### config.mk
export PLATFORM = sky130hd
export DESIGN_NAME = ecc_err_regs
export DESIGN_NICKNAME = d
export VERILOG_FILES = /design/src/source/ecc_pkg.sv /design/src/source/ecc_err_regs.sv
export VERILOG_INCLUDE_DIRS = /design/src /design/src/include
export SDC_FILE = /design/constraint.sdc
export NUM_CORES = 1
export LEC_CHECK = 0
export CORE_MARGIN = 4
export CORE_UTILIZATION = 50
export DETAILED_ROUTE_END_ITERATION = 12
export DONT_BUFFER_PORTS = 1
export GPL_TIMING_DRIVEN = 1
export PLACE_DENSITY = 0.64
export SYNTH_ARGS = -nofsm -noshare
export SYNTH_HDL_FRONTEND = slang
export SYNTH_SLANG_ARGS = --single-unit
### constraint.sdc
create_clock -name clk_i -period 5.55 [get_ports clk_i]
set_input_delay 0.555 -clock clk_i [delete_from_list [all_inputs] [get_ports clk_i]]
set_output_delay 0.555 -clock clk_i [all_outputs]
set_load 0.03 [all_outputs]
### src/include/ecc_defines.svh
// width macros of the ECC-protected TCDM path, included by every file that sizes a field
`ifndef ECC_DEFINES_SVH
`define ECC_DEFINES_SVH

// data word, split into independently protected chunks
`define ECC_DW       64
`define ECC_CHUNK    32
`define ECC_NCHUNK   2

// request metadata is {add, wen, be}
`define ECC_AW       10
`define ECC_BW       8
`define ECC_METAW    19

// Hamming bits plus one overall parity bit
`define ECC_EW_CHUNK 7
`define ECC_EW_META  6

`endif

### src/source/ecc_pkg.sv
// request, response, register and error-report types shared by the bridges, bank and registers
`include "ecc_defines.svh"

package ecc_pkg;

  typedef enum logic {
    OPC_OK    = 1'b0,
    OPC_RANGE = 1'b1
  } rsp_opc_e;

  typedef enum logic [1:0] {
    REG_INJ_DATA   = 2'd0,
    REG_INJ_META   = 2'd1,
    REG_CNT_SINGLE = 2'd2,
    REG_CNT_MULTI  = 2'd3
  } reg_addr_e;

  // wen high is a read, low a write, as on the TCDM bus
  typedef struct packed {
    logic [`ECC_AW-1:0] add;
    logic               wen;
    logic [`ECC_BW-1:0] be;
    logic [`ECC_DW-1:0] data;
  } core_req_t;

  typedef struct packed {
    logic [`ECC_DW-1:0] r_data;
    rsp_opc_e           r_opc;
  } core_rsp_t;

  // chunk 0 sits in the low index
  typedef struct packed {
    logic [`ECC_NCHUNK-1:0][`ECC_EW_CHUNK-1:0] data;
    logic [`ECC_EW_META-1:0]                   meta;
  } req_ecc_t;

  typedef struct packed {
    core_req_t req;
    req_ecc_t  ecc;
  } prot_req_t;

  typedef struct packed {
    core_rsp_t                                 rsp;
    logic [`ECC_NCHUNK-1:0][`ECC_EW_CHUNK-1:0] r_ecc;
  } prot_rsp_t;

  typedef struct packed {
    reg_addr_e   addr;
    logic        we;
    logic [31:0] wdata;
  } reg_req_t;

  // data fields count chunks, meta fields are flags
  typedef struct packed {
    logic [1:0] data_single;
    logic [1:0] data_multi;
    logic       meta_single;
    logic       meta_multi;
  } err_info_t;

endpackage

### src/source/ecc_err_regs.sv
// register block with one-shot fault-injection masks and saturating error counters
`timescale 1ns/1ps
`include "ecc_defines.svh"

module ecc_err_regs (
  input  logic                  clk_i,
  input  logic                  arst_n_i,
  input  ecc_pkg::reg_req_t     reg_req_i,
  input  logic                  reg_valid_i,
  output logic [31:0]           reg_rdata_o,
  output logic [`ECC_CHUNK-1:0] inj_data_mask_o,
  output logic [`ECC_METAW-1:0] inj_meta_mask_o,
  input  logic                  inj_used_i,
  input  ecc_pkg::err_info_t    err_i,
  input  logic                  err_valid_i
);

  import ecc_pkg::*;

  logic        wr;
  logic [31:0] cnt_single_q;
  logic [31:0] cnt_multi_q;
  logic [32:0] single_sum;
  logic [32:0] multi_sum;

  assign wr = reg_valid_i & reg_req_i.we;

  // data and meta errors of one request count together
  assign single_sum = {1'b0, cnt_single_q} + 33'(err_i.data_single) + 33'(err_i.meta_single);
  assign multi_sum  = {1'b0, cnt_multi_q} + 33'(err_i.data_multi) + 33'(err_i.meta_multi);

  // a new write arms the mask even if the old one is used on the same edge
  always_ff @(posedge clk_i or negedge arst_n_i) begin
    if (!arst_n_i) begin
      inj_data_mask_o <= '0;
      inj_meta_mask_o <= '0;
      cnt_single_q    <= '0;
      cnt_multi_q     <= '0;
    end else begin
      if (wr && reg_req_i.addr == REG_INJ_DATA) begin
        inj_data_mask_o <= reg_req_i.wdata[`ECC_CHUNK-1:0];
      end else if (inj_used_i) begin
        inj_data_mask_o <= '0;
      end
      if (wr && reg_req_i.addr == REG_INJ_META) begin
        inj_meta_mask_o <= reg_req_i.wdata[`ECC_METAW-1:0];
      end else if (inj_used_i) begin
        inj_meta_mask_o <= '0;
      end
      // any write clears a counter
      if (wr && reg_req_i.addr == REG_CNT_SINGLE) begin
        cnt_single_q <= '0;
      end else if (err_valid_i) begin
        cnt_single_q <= single_sum[32] ? '1 : single_sum[31:0];
      end
      if (wr && reg_req_i.addr == REG_CNT_MULTI) begin
        cnt_multi_q <= '0;
      end else if (err_valid_i) begin
        cnt_multi_q <= multi_sum[32] ? '1 : multi_sum[31:0];
      end
    end
  end

  always_comb begin
    case (reg_req_i.addr)
      REG_INJ_DATA:   reg_rdata_o = 32'(inj_data_mask_o);
      REG_INJ_META:   reg_rdata_o = 32'(inj_meta_mask_o);
      REG_CNT_SINGLE: reg_rdata_o = cnt_single_q;
      default:        reg_rdata_o = cnt_multi_q;
    endcase
  end

endmodule

# == Yosys cells after proc, flatten, opt, wreduce, memory -nomap -nowiden ==
# Cells that the tools add are included.
# word_totals
rom_bits,0
n_memories,0
ramBits,0
register_bits,115
wordCells,32
out_inout_bits,83
latchBits,0
# classes
n_bitwise,1
n_div,0
n_addsub,4
n_reduce_logical,9
multipliers,0
eq_ne,3
order_cmp,0
shift,0
n_mux,11
# ops
op,count
$mux W32,8
$pmux W32 S3,1
$add A32 B2 Y33,2
$add A33 B1 Y33,2
$mux W19,2
$reduce_bool A2 Y1,4
$eq A2 B2 Y1 const B,2
$logic_and A1 B1 Y1,4
$eq A2 B1 Y1 const B,1
$logic_not A2 Y1,1
$and A1 B1 Y1,1

# == Depth between registers and ports, before layout ==
# Gate-level depths: netlist of run 1.
# depth
word_depth,5
ltp_mapped,8

# == Worst setup path before layout of run 1 ==
# OpenSTA, ideal clock, no wires.
# synth_path
kind,input to output
start,input reg_req_i[33] in the netlist's numbering
end,output reg_rdata_o[19]
arrival_ns,2.348
path_stages,5
slack_ns,2.647
path_buffers,3
cell_sequence,buf_2 -> buf_2 -> buf_1 -> mux2i_1 -> o21ai_0
# synth_via
elab_chain_cells,2
# synth_rtl
item,line,source
"start, declared",ecc_err_regs.sv:8,"input ecc_pkg::reg_req_t reg_req_i,"
"$eq A2 B2 Y1, or another cell as far along",ecc_err_regs.sv:65,case (reg_req_i.addr)
$pmux W32 S3 *,ecc_err_regs.sv:65,
"end, declared",ecc_err_regs.sv:10,"output logic [31:0] reg_rdata_o,"
# Every way passes the cells marked *; elsewhere a longest branch is shown, timed or not.

# == Final worst setup path of run 1 ==
# layout_path
start,register cnt_single_q[0]
end,register cnt_single_q[27]
# layout_via
elab_chain_cells,5
# layout_rtl
item,line,source
"start, declared",ecc_err_regs.sv:21,logic [31:0] cnt_single_q;
"start signal, assigned",ecc_err_regs.sv:54,cnt_single_q <= single_sum[32] ? '1 : single_sum[31:0];
$add A32 B2 Y33,ecc_err_regs.sv:29,"assign single_sum = {1'b0, cnt_single_q} + 33'(err_i.data_single) + 33'(err_i.meta_single);"
$add A33 B1 Y33,ecc_err_regs.sv:29,
$mux W32,ecc_err_regs.sv:54,
$mux W32,ecc_err_regs.sv:53,end else if (err_valid_i) begin
$mux W32,ecc_err_regs.sv:51,if (wr && reg_req_i.addr == REG_CNT_SINGLE) begin
# Every way passes these cells. The select of a mux whose other input is x is not followed.
# A chain may end at the register's enable or synchronous reset.

==> impl_metrics.yaml, run 1 <==
run_status:
  status: "complete, no violations"
clocking:
  cts_buffers: 17
  htreeDepth: 4
  cts_setup_buffers: 0
  ctsHoldBuffers: 1
  cts_tree: "built"
  insertion_delay_ns: 0.43
  root_buffer: "clkbuf_16"
  cts.path.max_buffers: 2
  postCtsResizedCells: 0
  cts_sinks: 115
  path_clk_slew_ns: 0.06
critical_path:
  r2r-start: "cnt_single_q[0]$_DFFE_PN0P_"
  cp_top_family: "simple AND/OR/NAND/NOR gates"
  critPathMaxFanout: 4
  rr_worst_depth: 7
  arrival_ns: 3.28
  cp_common_cell: "fa_1"
  path_cells: "fa_1 -> inv_1 -> fa_1 -> or4_4 -> nor4_1 -> or4_1 -> and3_1"
  cp_slowest_cell: "nor4_1"
  rrSetupSlack_ns: 2.63
  slowest_delay_ns: 0.68
  required_ns: 5.91
  crit_path_end_kind: "register"
  reg2reg_to: "cnt_single_q[27]$_DFFE_PN0P_"
  crit_type: "reg2reg"
  start_kind: "register"
  crit_buf_inv: 1
  crit_start: "cnt_single_q[0]$_DFFE_PN0P_"
synth:
  synth-adder-area-share: 0.01591
  ys_types: 58
  async_flop_share: 1.000
  synth.area.mux_share: 0.08657
  yosysWarnings: 0
  synth-edff-count: 0
  syn_inst: 701
  synthXorXnorAreaFrac: 0
  synth_compound_gate_area_share: 0.1676
  syn_avg_cell_area_um2: 9.422
  netlist_area_um2: 6605
  synth_top_family_by_area: "simple AND/OR/NAND/NOR gates"
  ys.flop_type: "dfrtp_1"
  syn-num-nets: 753
  synth-simple-area-share: 0.2557
  ys_seq_elements: 115
  seq_area_frac_synth: 0.4357
timing:
  worst_pin_slew_ns: 1.074
  maxSlewHeadroom: 0.2815
  fin_worst_skew_ns: 0.006739
  hold_viol: 0
  timing.fmax_mhz: 343.0
  slew_viol_final: 0
  setup_ws_ns: 2.635
  post-route-period-util: 0.5252
  rsz0062_at_grt: "false"
  setup-violations-final: 0
  fin_tns_setup_ns: 0
  hold_slack_ns: 0.06550
  period_minus_slack_ns: 2.915
floorplanning:
  initial_utilization: 0.5171
  core_um2: 12770
  die_w_um: 122.9
  die_y_um: 122.9
  pin_count: 129
  dieArea_um2: 15110
  fp-row-count: 41
cells_and_area:
  design_area_um2: 7348
  fin_nets: 735
  area.growth.synth_to_final_pct: 11.25
  antenna_cells: 0
  fill_cells: 1117
  drive_above_1_share: 0.1063
grt:
  antenna_found_initial: 1
  grt_overflow_total: 0
  grt_pass1_wl_mm: 29.67
  grt_max_degree: 116
  grt_pass1_vias: 5401
  grt_use_total: 0.2586
routing:
  routed-via-count: 5569
  wl_per_cell_um: 21.70
  totalWireLength_mm: 18.83
  drc_errors: 0
  first_iter_violations: 439
  via_per_inst: 6.416
  final_antenna_net_count: 0
  first_pass_iters: 7
place:
  place.gp.congestion: 0.9618
  hpwl_mm: 13.28
  place_ws_ns: 2.639
  dpl-instance-area_um2: 6656
  numPortBuffers: 0
pwr:
  power_w: 0.002477
  ir_drop_mv: 0.2205
  p_per_area_nw_per_um2: 337.1
  p_leak_nw: 3.016
flow_run:
  max-cap-violations: 0
hold_path:
  hp-class: "in2async"
## worst register-to-register path, delay by kind of cell, from the launching register on
family,cells,cell delay [ns]
adder cells (fa/ha/maj),2,0.68
buffers and inverters,1,0.06
flip-flops,1,0.47
AND/OR/NAND/NOR,4,1.63
## synthesized netlist by cell type (all sizes together), types with 7 or more instances
| master | count | share of area |
|---|---|---|
| mux2i | 14 | 0.021 |
| o21ai | 97 | 0.073 |
| and3 | 18 | 0.018 |
| nand2 | 86 | 0.049 |
| and2 | 10 | 0.0095 |
| a21oi | 17 | 0.013 |
| a31oi | 25 | 0.024 |
| clkbuf | 28 | 0.017 |
| nand3 | 20 | 0.016 |
| nand2b | 51 | 0.048 |
| mux4 | 19 | 0.065 |
| nor4 | 7 | 0.0066 |
| buf | 13 | 0.012 |
| and4 | 18 | 0.024 |
| nor2 | 37 | 0.021 |
| dfrtp | 115 | 0.44 |
| inv | 16 | 0.0091 |
| nor3 | 32 | 0.025 |
| a211oi | 10 | 0.011 |
| nand4 | 18 | 0.019 |
## final cells by class
cell class / count / area, um2 / share of cell area
multi-input combinational: 529 / 3481 / 0.4737
sequential: 115 / 2878 / 0.3916
clock buffer: 18 / 429.2 / 0.05840
clock inverter: 14 / 235.2 / 0.03201
tap: 172 / 215.2 / 0.02929
inverter: 16 / 60.06 / 0.008173
timing repair buffer: 4 / 50.05 / 0.006811
## worst max-delay path by stage
stage / to / cells after the start
after detailed placement: cnt_single_q[16]$_DFFE_PN0P_ / 7
final: cnt_single_q[27]$_DFFE_PN0P_ / 7
after CTS: cnt_single_q[16]$_DFFE_PN0P_ / 7
after global routing: cnt_single_q[24]$_DFFE_PN0P_ / 8
after global placement: cnt_single_q[16]$_DFFE_PN0P_ / 7
after floorplan: reg_rdata_o[19] / 5
## where the power goes
group / internal (W) / switching, W
clock: 0.000839 / 0.000404
sequential: 0.000886 / 0.000120
combinational: 0.0000919 / 0.000137
total: 0.00182 / 0.000660
## metrics by stage
step                std cells  utilization
finish                    868       0.5753
global route              868       0.5753
detailed placement        835       0.5211
global placement          835       0.5211
CTS                       868       0.5753
floorplan                 701            -
## state kept, by name (all words and copies together) (netlist names)
name,count
cnt_multi_q,32
cnt_single_q,32
inj_data_mask_o,32
inj_meta_mask_o,19
## logic make-up after synthesis
logic type | after synthesis
buffers and inverters | 57
adder cells (fa/ha/maj) | 6
AND/OR/NAND/NOR | 312
flip-flops | 115
AO/OA/AOI/OAI | 178
multiplexers | 33
## layer usage
layer	global-route usage	up-vias	wire length, um
met5	0	-	0
met3	0.06953	24	1720
met4	0.09237	0	271
met1	0.3540	2748	8070
met2	0.3984	228	8770
li1	-	2569	-
## layout by cell type (no fill, tap or decap), drive strengths merged, types with 3 or more instances in the layout
cell type    n
bufinv       6
mux2i       14
or4          5
o21ai       97
nand2b      51
dfrtp      115
and2        10
inv         16
fa           4
mux4        19
nor2        37
and3        18
clkinv       5
o211a        6
clkinvlp     3
clkbuf      18
a311oi       4
a211oi      10
nand2       86
and4        18
a41oi        5
a21oi       17
nor3        32
nor2b        3
buf          4
nand3       20
nor4         7
nand4       18
a31oi       25
Note: power is estimated with default switching activity, not from simulation.
==> inputs of run 2 (changes only) <==
--- a/config.mk
+++ b/config.mk
@@ -11,7 +11,7 @@
 export DETAILED_ROUTE_END_ITERATION = 12
 export DONT_BUFFER_PORTS = 1
 export GPL_TIMING_DRIVEN = 1
-export PLACE_DENSITY = 0.64
+export PLACE_DENSITY = 0.67
 export SYNTH_ARGS = -nofsm -noshare
 export SYNTH_HDL_FRONTEND = slang
 export SYNTH_SLANG_ARGS = --single-unit
==> constraint.sdc (replaced) <==
create_clock -name clk_i -period 2.44 [get_ports clk_i]
set_input_delay 0.244 -clock clk_i [delete_from_list [all_inputs] [get_ports clk_i]]
set_output_delay 0.244 -clock clk_i [all_outputs]
set_load 0.03 [all_outputs]
==> impl_metrics.yaml, run 2 (synthesis results as in run 1) <==
pwr:
  ir_drop_mv: 0.3920
  p_int_w: 0.004021
  combPwrFrac: 0.142
  power_frac_seq: 0.403
  p_per_area_nw_per_um2: 662.5
  p_leak_nw: 3.543
  switching_power_w: 0.001511
  power_w: 0.005532
  p_clk_frac: 0.455
  sw_frac_of_total: 0.2732
routing:
  first_pass_iters: 5
  first_iter_violations: 644
  totalWireLength_mm: 20.67
  wl_per_cell_um: 21.25
  final_antenna_net_count: 0
  routed-via-count: 6229
  drc_errors: 0
  via_per_inst: 6.402
place:
  hpwl_mm: 13.94
  place_ws_ns: -0.1359
  numPortBuffers: 0
  place.gp.congestion: 0.8733
timing:
  hold_slack_ns: -0.4822
  post-route-period-util: 1.057
  fin_worst_skew_ns: 0.01053
  setup-violations-final: 8
  worst_pin_slew_ns: 1.050
  rsz0062_at_grt: "true"
  setup_ws_ns: -0.1399
  timing.fmax_mhz: 387.6
  maxSlewHeadroom: 0.2924
  slew_viol_final: 0
  period_minus_slack_ns: 2.580
  hold_viol: 115
cells_and_area:
  area.growth.synth_to_final_pct: 26.43
  mostFrequentLayoutCells: "115 x dfrtp_1, 97 x o21ai_0, 86 x nand2_1, 64 x buf_4, 51 x nand2b_1"
  seqCellArea_um2: 2878
  fill_cells: 993
  top_regs: "cnt_multi_q x32, cnt_single_q x32, inj_data_mask_o x32"
  antenna_cells: 0
  layout_commonest_cell: "dfrtp_1"
  drive_above_1_share: 0.2135
  fin_nets: 841
  multi_input_area_um2: 3666
  fin_util: 0.6537
floorplanning:
  die_y_um: 122.9
  dieArea_um2: 15110
  die_w_um: 122.9
  fp-row-count: 41
  core_um2: 12770
  pin_count: 129
  initial_utilization: 0.5171
critical_path:
  arrival_ns: 2.92
  reg2reg_to: "cnt_single_q[1]$_DFFE_PN0P_"
  crit_type: "reg2reg"
  slowest_delay_ns: 0.64
  rr_worst_depth: 7
  crit_path_end_kind: "register"
  cp_slowest_cell: "or4_4"
  required_ns: 2.78
  r2r-start: "cnt_single_q[0]$_DFFE_PN0P_"
  critPathMaxFanout: 6
  rrSetupSlack_ns: -0.14
  path_cells: "fa_2 -> inv_2 -> fa_2 -> or4_4 -> or4_4 -> buf_4 -> a31oi_1"
  start_kind: "register"
clocking:
  ctsHoldBuffers: 38
  cts_tree: "built"
  htreeDepth: 4
  cts_buffers: 17
  root_buffer: "clkbuf_16"
  insertion_delay_ns: 0.42
  cts_sinks: 115
  path_clk_slew_ns: 0.05
  cts.path.max_buffers: 2
run_status:
  violations: "hold timing, setup timing"
  status: "complete, but fails checks"
flow_run:
  max-cap-violations: 0
grt:
  grt_max_degree: 116
  grt_use_total: 0.2772
  grt_overflow_total: 0
  antenna_found_initial: 0
  grt_pass1_vias: 5944
  grt_pass1_wl_mm: 32.27
hold_path:
  hp-class: "in2async"
-- run 2: cell types whose count changed in the layout (fill, tap and decap cells not counted), moves of 7 or more --
cell / delta
buf_4: +61
buf_6: +7
dlygate4sd3_1: +38
nor3_1: -10
nor3_2: +8
-- run 2: area by class of cell --
cell class	instances	area share
flip-flops and latches	115	0.3446
multi-input cells	530	0.4390
clock inverters	11	0.01618
repair buffers	109	0.1125
well taps	172	0.02577
inverters	16	0.007192
clock buffers	20	0.05469
-- run 2: worst max path at each step --
stage	endpoint	cells past startpoint	start	slack (ns)
after floorplan	cnt_single_q[29]$_DFFE_PN0P_	8	cnt_single_q[0]$_DFFE_PN0P_	0.04
after global placement	cnt_single_q[27]$_DFFE_PN0P_	9	cnt_single_q[0]$_DFFE_PN0P_	-0.05
after detailed placement	cnt_single_q[27]$_DFFE_PN0P_	9	cnt_single_q[0]$_DFFE_PN0P_	-0.14
after CTS	cnt_single_q[9]$_DFFE_PN0P_	10	cnt_single_q[0]$_DFFE_PN0P_	-0.12
after global routing	cnt_single_q[1]$_DFFE_PN0P_	7	cnt_single_q[0]$_DFFE_PN0P_	-0.20
final	cnt_single_q[1]$_DFFE_PN0P_	7	cnt_single_q[0]$_DFFE_PN0P_	-0.14
-- run 2: what timing repair did --
action,in CTS,in global routing
hold endpoints to repair,172,115
resized for setup,8,32
gates cloned,0,1
buffers inserted,4,3
endpoints found under the setup margin,22,36
pin swaps,13,26
-- run 2: power groups by stage --
stage	registers [W]	clock network [W]	logic, W
global route	0.00224	0.00264	0.000844
CTS	0.00222	0.00255	0.000726
detailed placement	0.00226	0	0.000653
floorplan	0.00222	0	0.000450
finish	0.00223	0.00252	0.000784
global placement	0.00225	0	0.000627
-- run 2: per-layer routing --
metal,share of wire,global-route usage,wire length (um)
met2,0.48,0.4465,10000
met4,0.014,0.09097,298
met1,0.41,0.3687,8571
met3,0.087,0.06999,1800
met5,0,0,0
-- run 2: critical path: cells and delay by family, from the launching register on --
family | cells | cell delay, ns
compound gates | 1 | 0.15
fa+ha+maj | 2 | 0.56
buf+inv | 2 | 0.21
flops | 1 | 0.37
simple gates | 2 | 1.21
-- run 2: stage by stage --
step | setup TNS (ns) | hold WS (ns) | instances | area (um2)
2_1_floorplan | 0 | -0.05159 | 701 | 6615
3_3_place_gp | -0.1986 | -0.04844 | 896 | 7124
3_5_place_dp | -1.302 | -0.04882 | 896 | 7124
4_1_cts | -1.209 | -0.4970 | 969 | 8157
5_1_grt | -2.334 | -0.5012 | 973 | 8351
6_report | -1.004 | -0.4822 | 973 | 8351
==> inputs of run 3 (changes only) <==
--- a/config.mk
+++ b/config.mk
@@ -7,11 +7,11 @@
 export NUM_CORES = 1
 export LEC_CHECK = 0
 export CORE_MARGIN = 4
-export CORE_UTILIZATION = 50
+export CORE_UTILIZATION = 58
 export DETAILED_ROUTE_END_ITERATION = 12
 export DONT_BUFFER_PORTS = 1
 export GPL_TIMING_DRIVEN = 1
-export PLACE_DENSITY = 0.67
+export PLACE_DENSITY = 0.73
 export SYNTH_ARGS = -nofsm -noshare
 export SYNTH_HDL_FRONTEND = slang
 export SYNTH_SLANG_ARGS = --single-unit
==> impl_metrics.yaml, run 3 (synthesis results as in run 1) <==
timing:
  period_minus_slack_ns: 2.456
  slew_viol_final: 0
  maxSlewHeadroom: 0.3176
  rsz0062_at_grt: "true"
  setup-violations-final: 1
  setup_ws_ns: -0.01637
  hold_viol: 115
  post-route-period-util: 1.007
  hold_slack_ns: -0.4886
  worst_pin_slew_ns: 1.013
  fin_worst_skew_ns: 0.006415
  timing.fmax_mhz: 407.1
grt:
  grt_use_total: 0.3248
  grt_pass1_vias: 6177
  met2_usage: 0.5297
  antenna_found_initial: 0
  grt_max_degree: 116
  grt_overflow_total: 0
  gr-usage-met1: 0.4323
  grt_use_met3: 0.07928
  grt_pass1_wl_mm: 33.23
  grt_busiest_layer: "met2"
critical_path:
  crit_type: "reg2reg"
  start_kind: "register"
  critPathMaxFanout: 5
  crit_start: "cnt_single_q[0]$_DFFE_PN0P_"
  crit_path_end_kind: "register"
  r2r-start: "cnt_single_q[0]$_DFFE_PN0P_"
  required_ns: 2.76
  arrival_ns: 2.78
floorplanning:
  dieArea_um2: 13160
  die_w_um: 114.7
  initial_utilization: 0.6014
  fp-row-count: 38
  die_y_um: 114.7
  core_um2: 10980
  pin_count: 129
run_status:
  status: "complete, but fails checks"
  violations: "hold timing, setup timing"
clocking:
  root_buffer: "clkbuf_16"
  cts_buffers: 17
  cts_sinks: 115
  path_clk_slew_ns: 0.06
  htreeDepth: 4
  cts_tree: "built"
  insertion_delay_ns: 0.42
  cts.path.max_buffers: 2
place:
  place.gp.congestion: 0.9371
  placedCellCount: 855
  numPortBuffers: 0
  hpwl_mm: 13.64
routing:
  wl_per_cell_um: 22.64
  first_pass_iters: 5
  first_iter_violations: 898
  via_per_inst: 6.751
  drc_errors: 0
  routed-via-count: 6332
  totalWireLength_mm: 21.23
  final_antenna_net_count: 0
cells_and_area:
  layout_commonest_cell: "dfrtp_1"
  fin_cells: 938
  multi_input_area_um2: 3558
  fill_cells: 719
  seqCellArea_um2: 2878
  mostFrequentLayoutCells: "115 x dfrtp_1, 97 x o21ai_0, 86 x nand2_1, 60 x buf_4, 51 x nand2b_1"
  top_regs: "cnt_multi_q x32, cnt_single_q x32, inj_data_mask_o x32"
  fin_nets: 837
  drive_above_1_share: 0.1880
  area.growth.synth_to_final_pct: 24.00
  antenna_cells: 0
pwr:
  ir_drop_mv: 0.7132
  p_leak_nw: 3.486
  p_per_area_nw_per_um2: 682.8
hold_path:
  hp-class: "in2async"
flow_run:
  max-cap-violations: 0
## run 3: cell types whose count changed in the layout (fill, tap and decap cells not counted), moves of 3 or more
cell           previous run  this run
nor2_1                   32        35
dlygate4sd3_1            38        42
buf_4                    64        60
nor3_2                   10         5
nor3_1                   20        27
nor2_2                    5         2
buf_6                     7         3
## run 3: area by class of cell
cell class | count | share of cell area
clock buffer | 23 | 0.05958
clock inverter | 9 | 0.01543
inverter | 16 | 0.007333
multi-input combinational | 530 | 0.4345
sequential | 115 | 0.3514
tap | 140 | 0.02139
timing repair buffer | 105 | 0.1104
## run 3: path summary, 6_finish.rpt
path / endpoint / slack [ns] / depth (start not counted)
max in group asynchronous: cnt_single_q[24]$_DFFE_PN0P_ / 2.75 / 0
max: cnt_single_q[6]$_DFFE_PN0P_ / -0.02 / 7
min: inj_data_mask_o[3]$_DFFE_PN0P_ / -0.49 / 0
min reg2reg: cnt_multi_q[16]$_DFFE_PN0P_ / 0.54 / 1
min in group clk_i: inj_meta_mask_o[17]$_DFFE_PN0P_ / 0.01 / 2
max reg2reg: cnt_single_q[6]$_DFFE_PN0P_ / -0.02 / 7
## run 3: layer usage
layer,share of wire,up-vias
met4,0.021,0
met2,0.49,356
li1,-,2775
met5,0,-
met1,0.40,3156
met3,0.092,45
## run 3: worst max-delay path: stages, from the launching register on
cell and delay, ns:
dfrtp_1 0.37, fa_2 0.23, inv_2 0.04, fa_2 0.35, or4_4 0.51, or4_4 0.48
buf_6 0.16, a31oi_1 0.22
## run 3: through the flow
step                utilization  setup slack [ns]  total power, W  cell area (um2)  setup TNS, ns
floorplan                     -           0.03671        0.002667             6615              0
global route             0.7457          -0.08273        0.005771             8190        -0.4085
finish                   0.7457          -0.01637        0.005592             8190       -0.01637
detailed placement       0.6389          -0.08102        0.002892             7017        -0.4064
CTS                      0.7362          -0.08907        0.005554             8085        -0.5818
global placement         0.6389          -0.02091        0.002864             7017       -0.03227
## run 3: report_power, final
group          internal, W  total (W)  leakage [nW]  switching, W
logic             0.000364   0.000765          1.61      0.000402
clock network      0.00171    0.00260         0.303      0.000893
registers          0.00202    0.00223          1.57      0.000211
## run 3: timing repair
item | CTS | global route
setup endpoints to repair | 14 | 34
resized for setup | 5 | 14
pin swaps | 14 | 15
hold buffers | 41 | 1
buffers inserted | 3 | 5
cloned | 1 | 0
endpoints found under the hold margin | 172 | 117
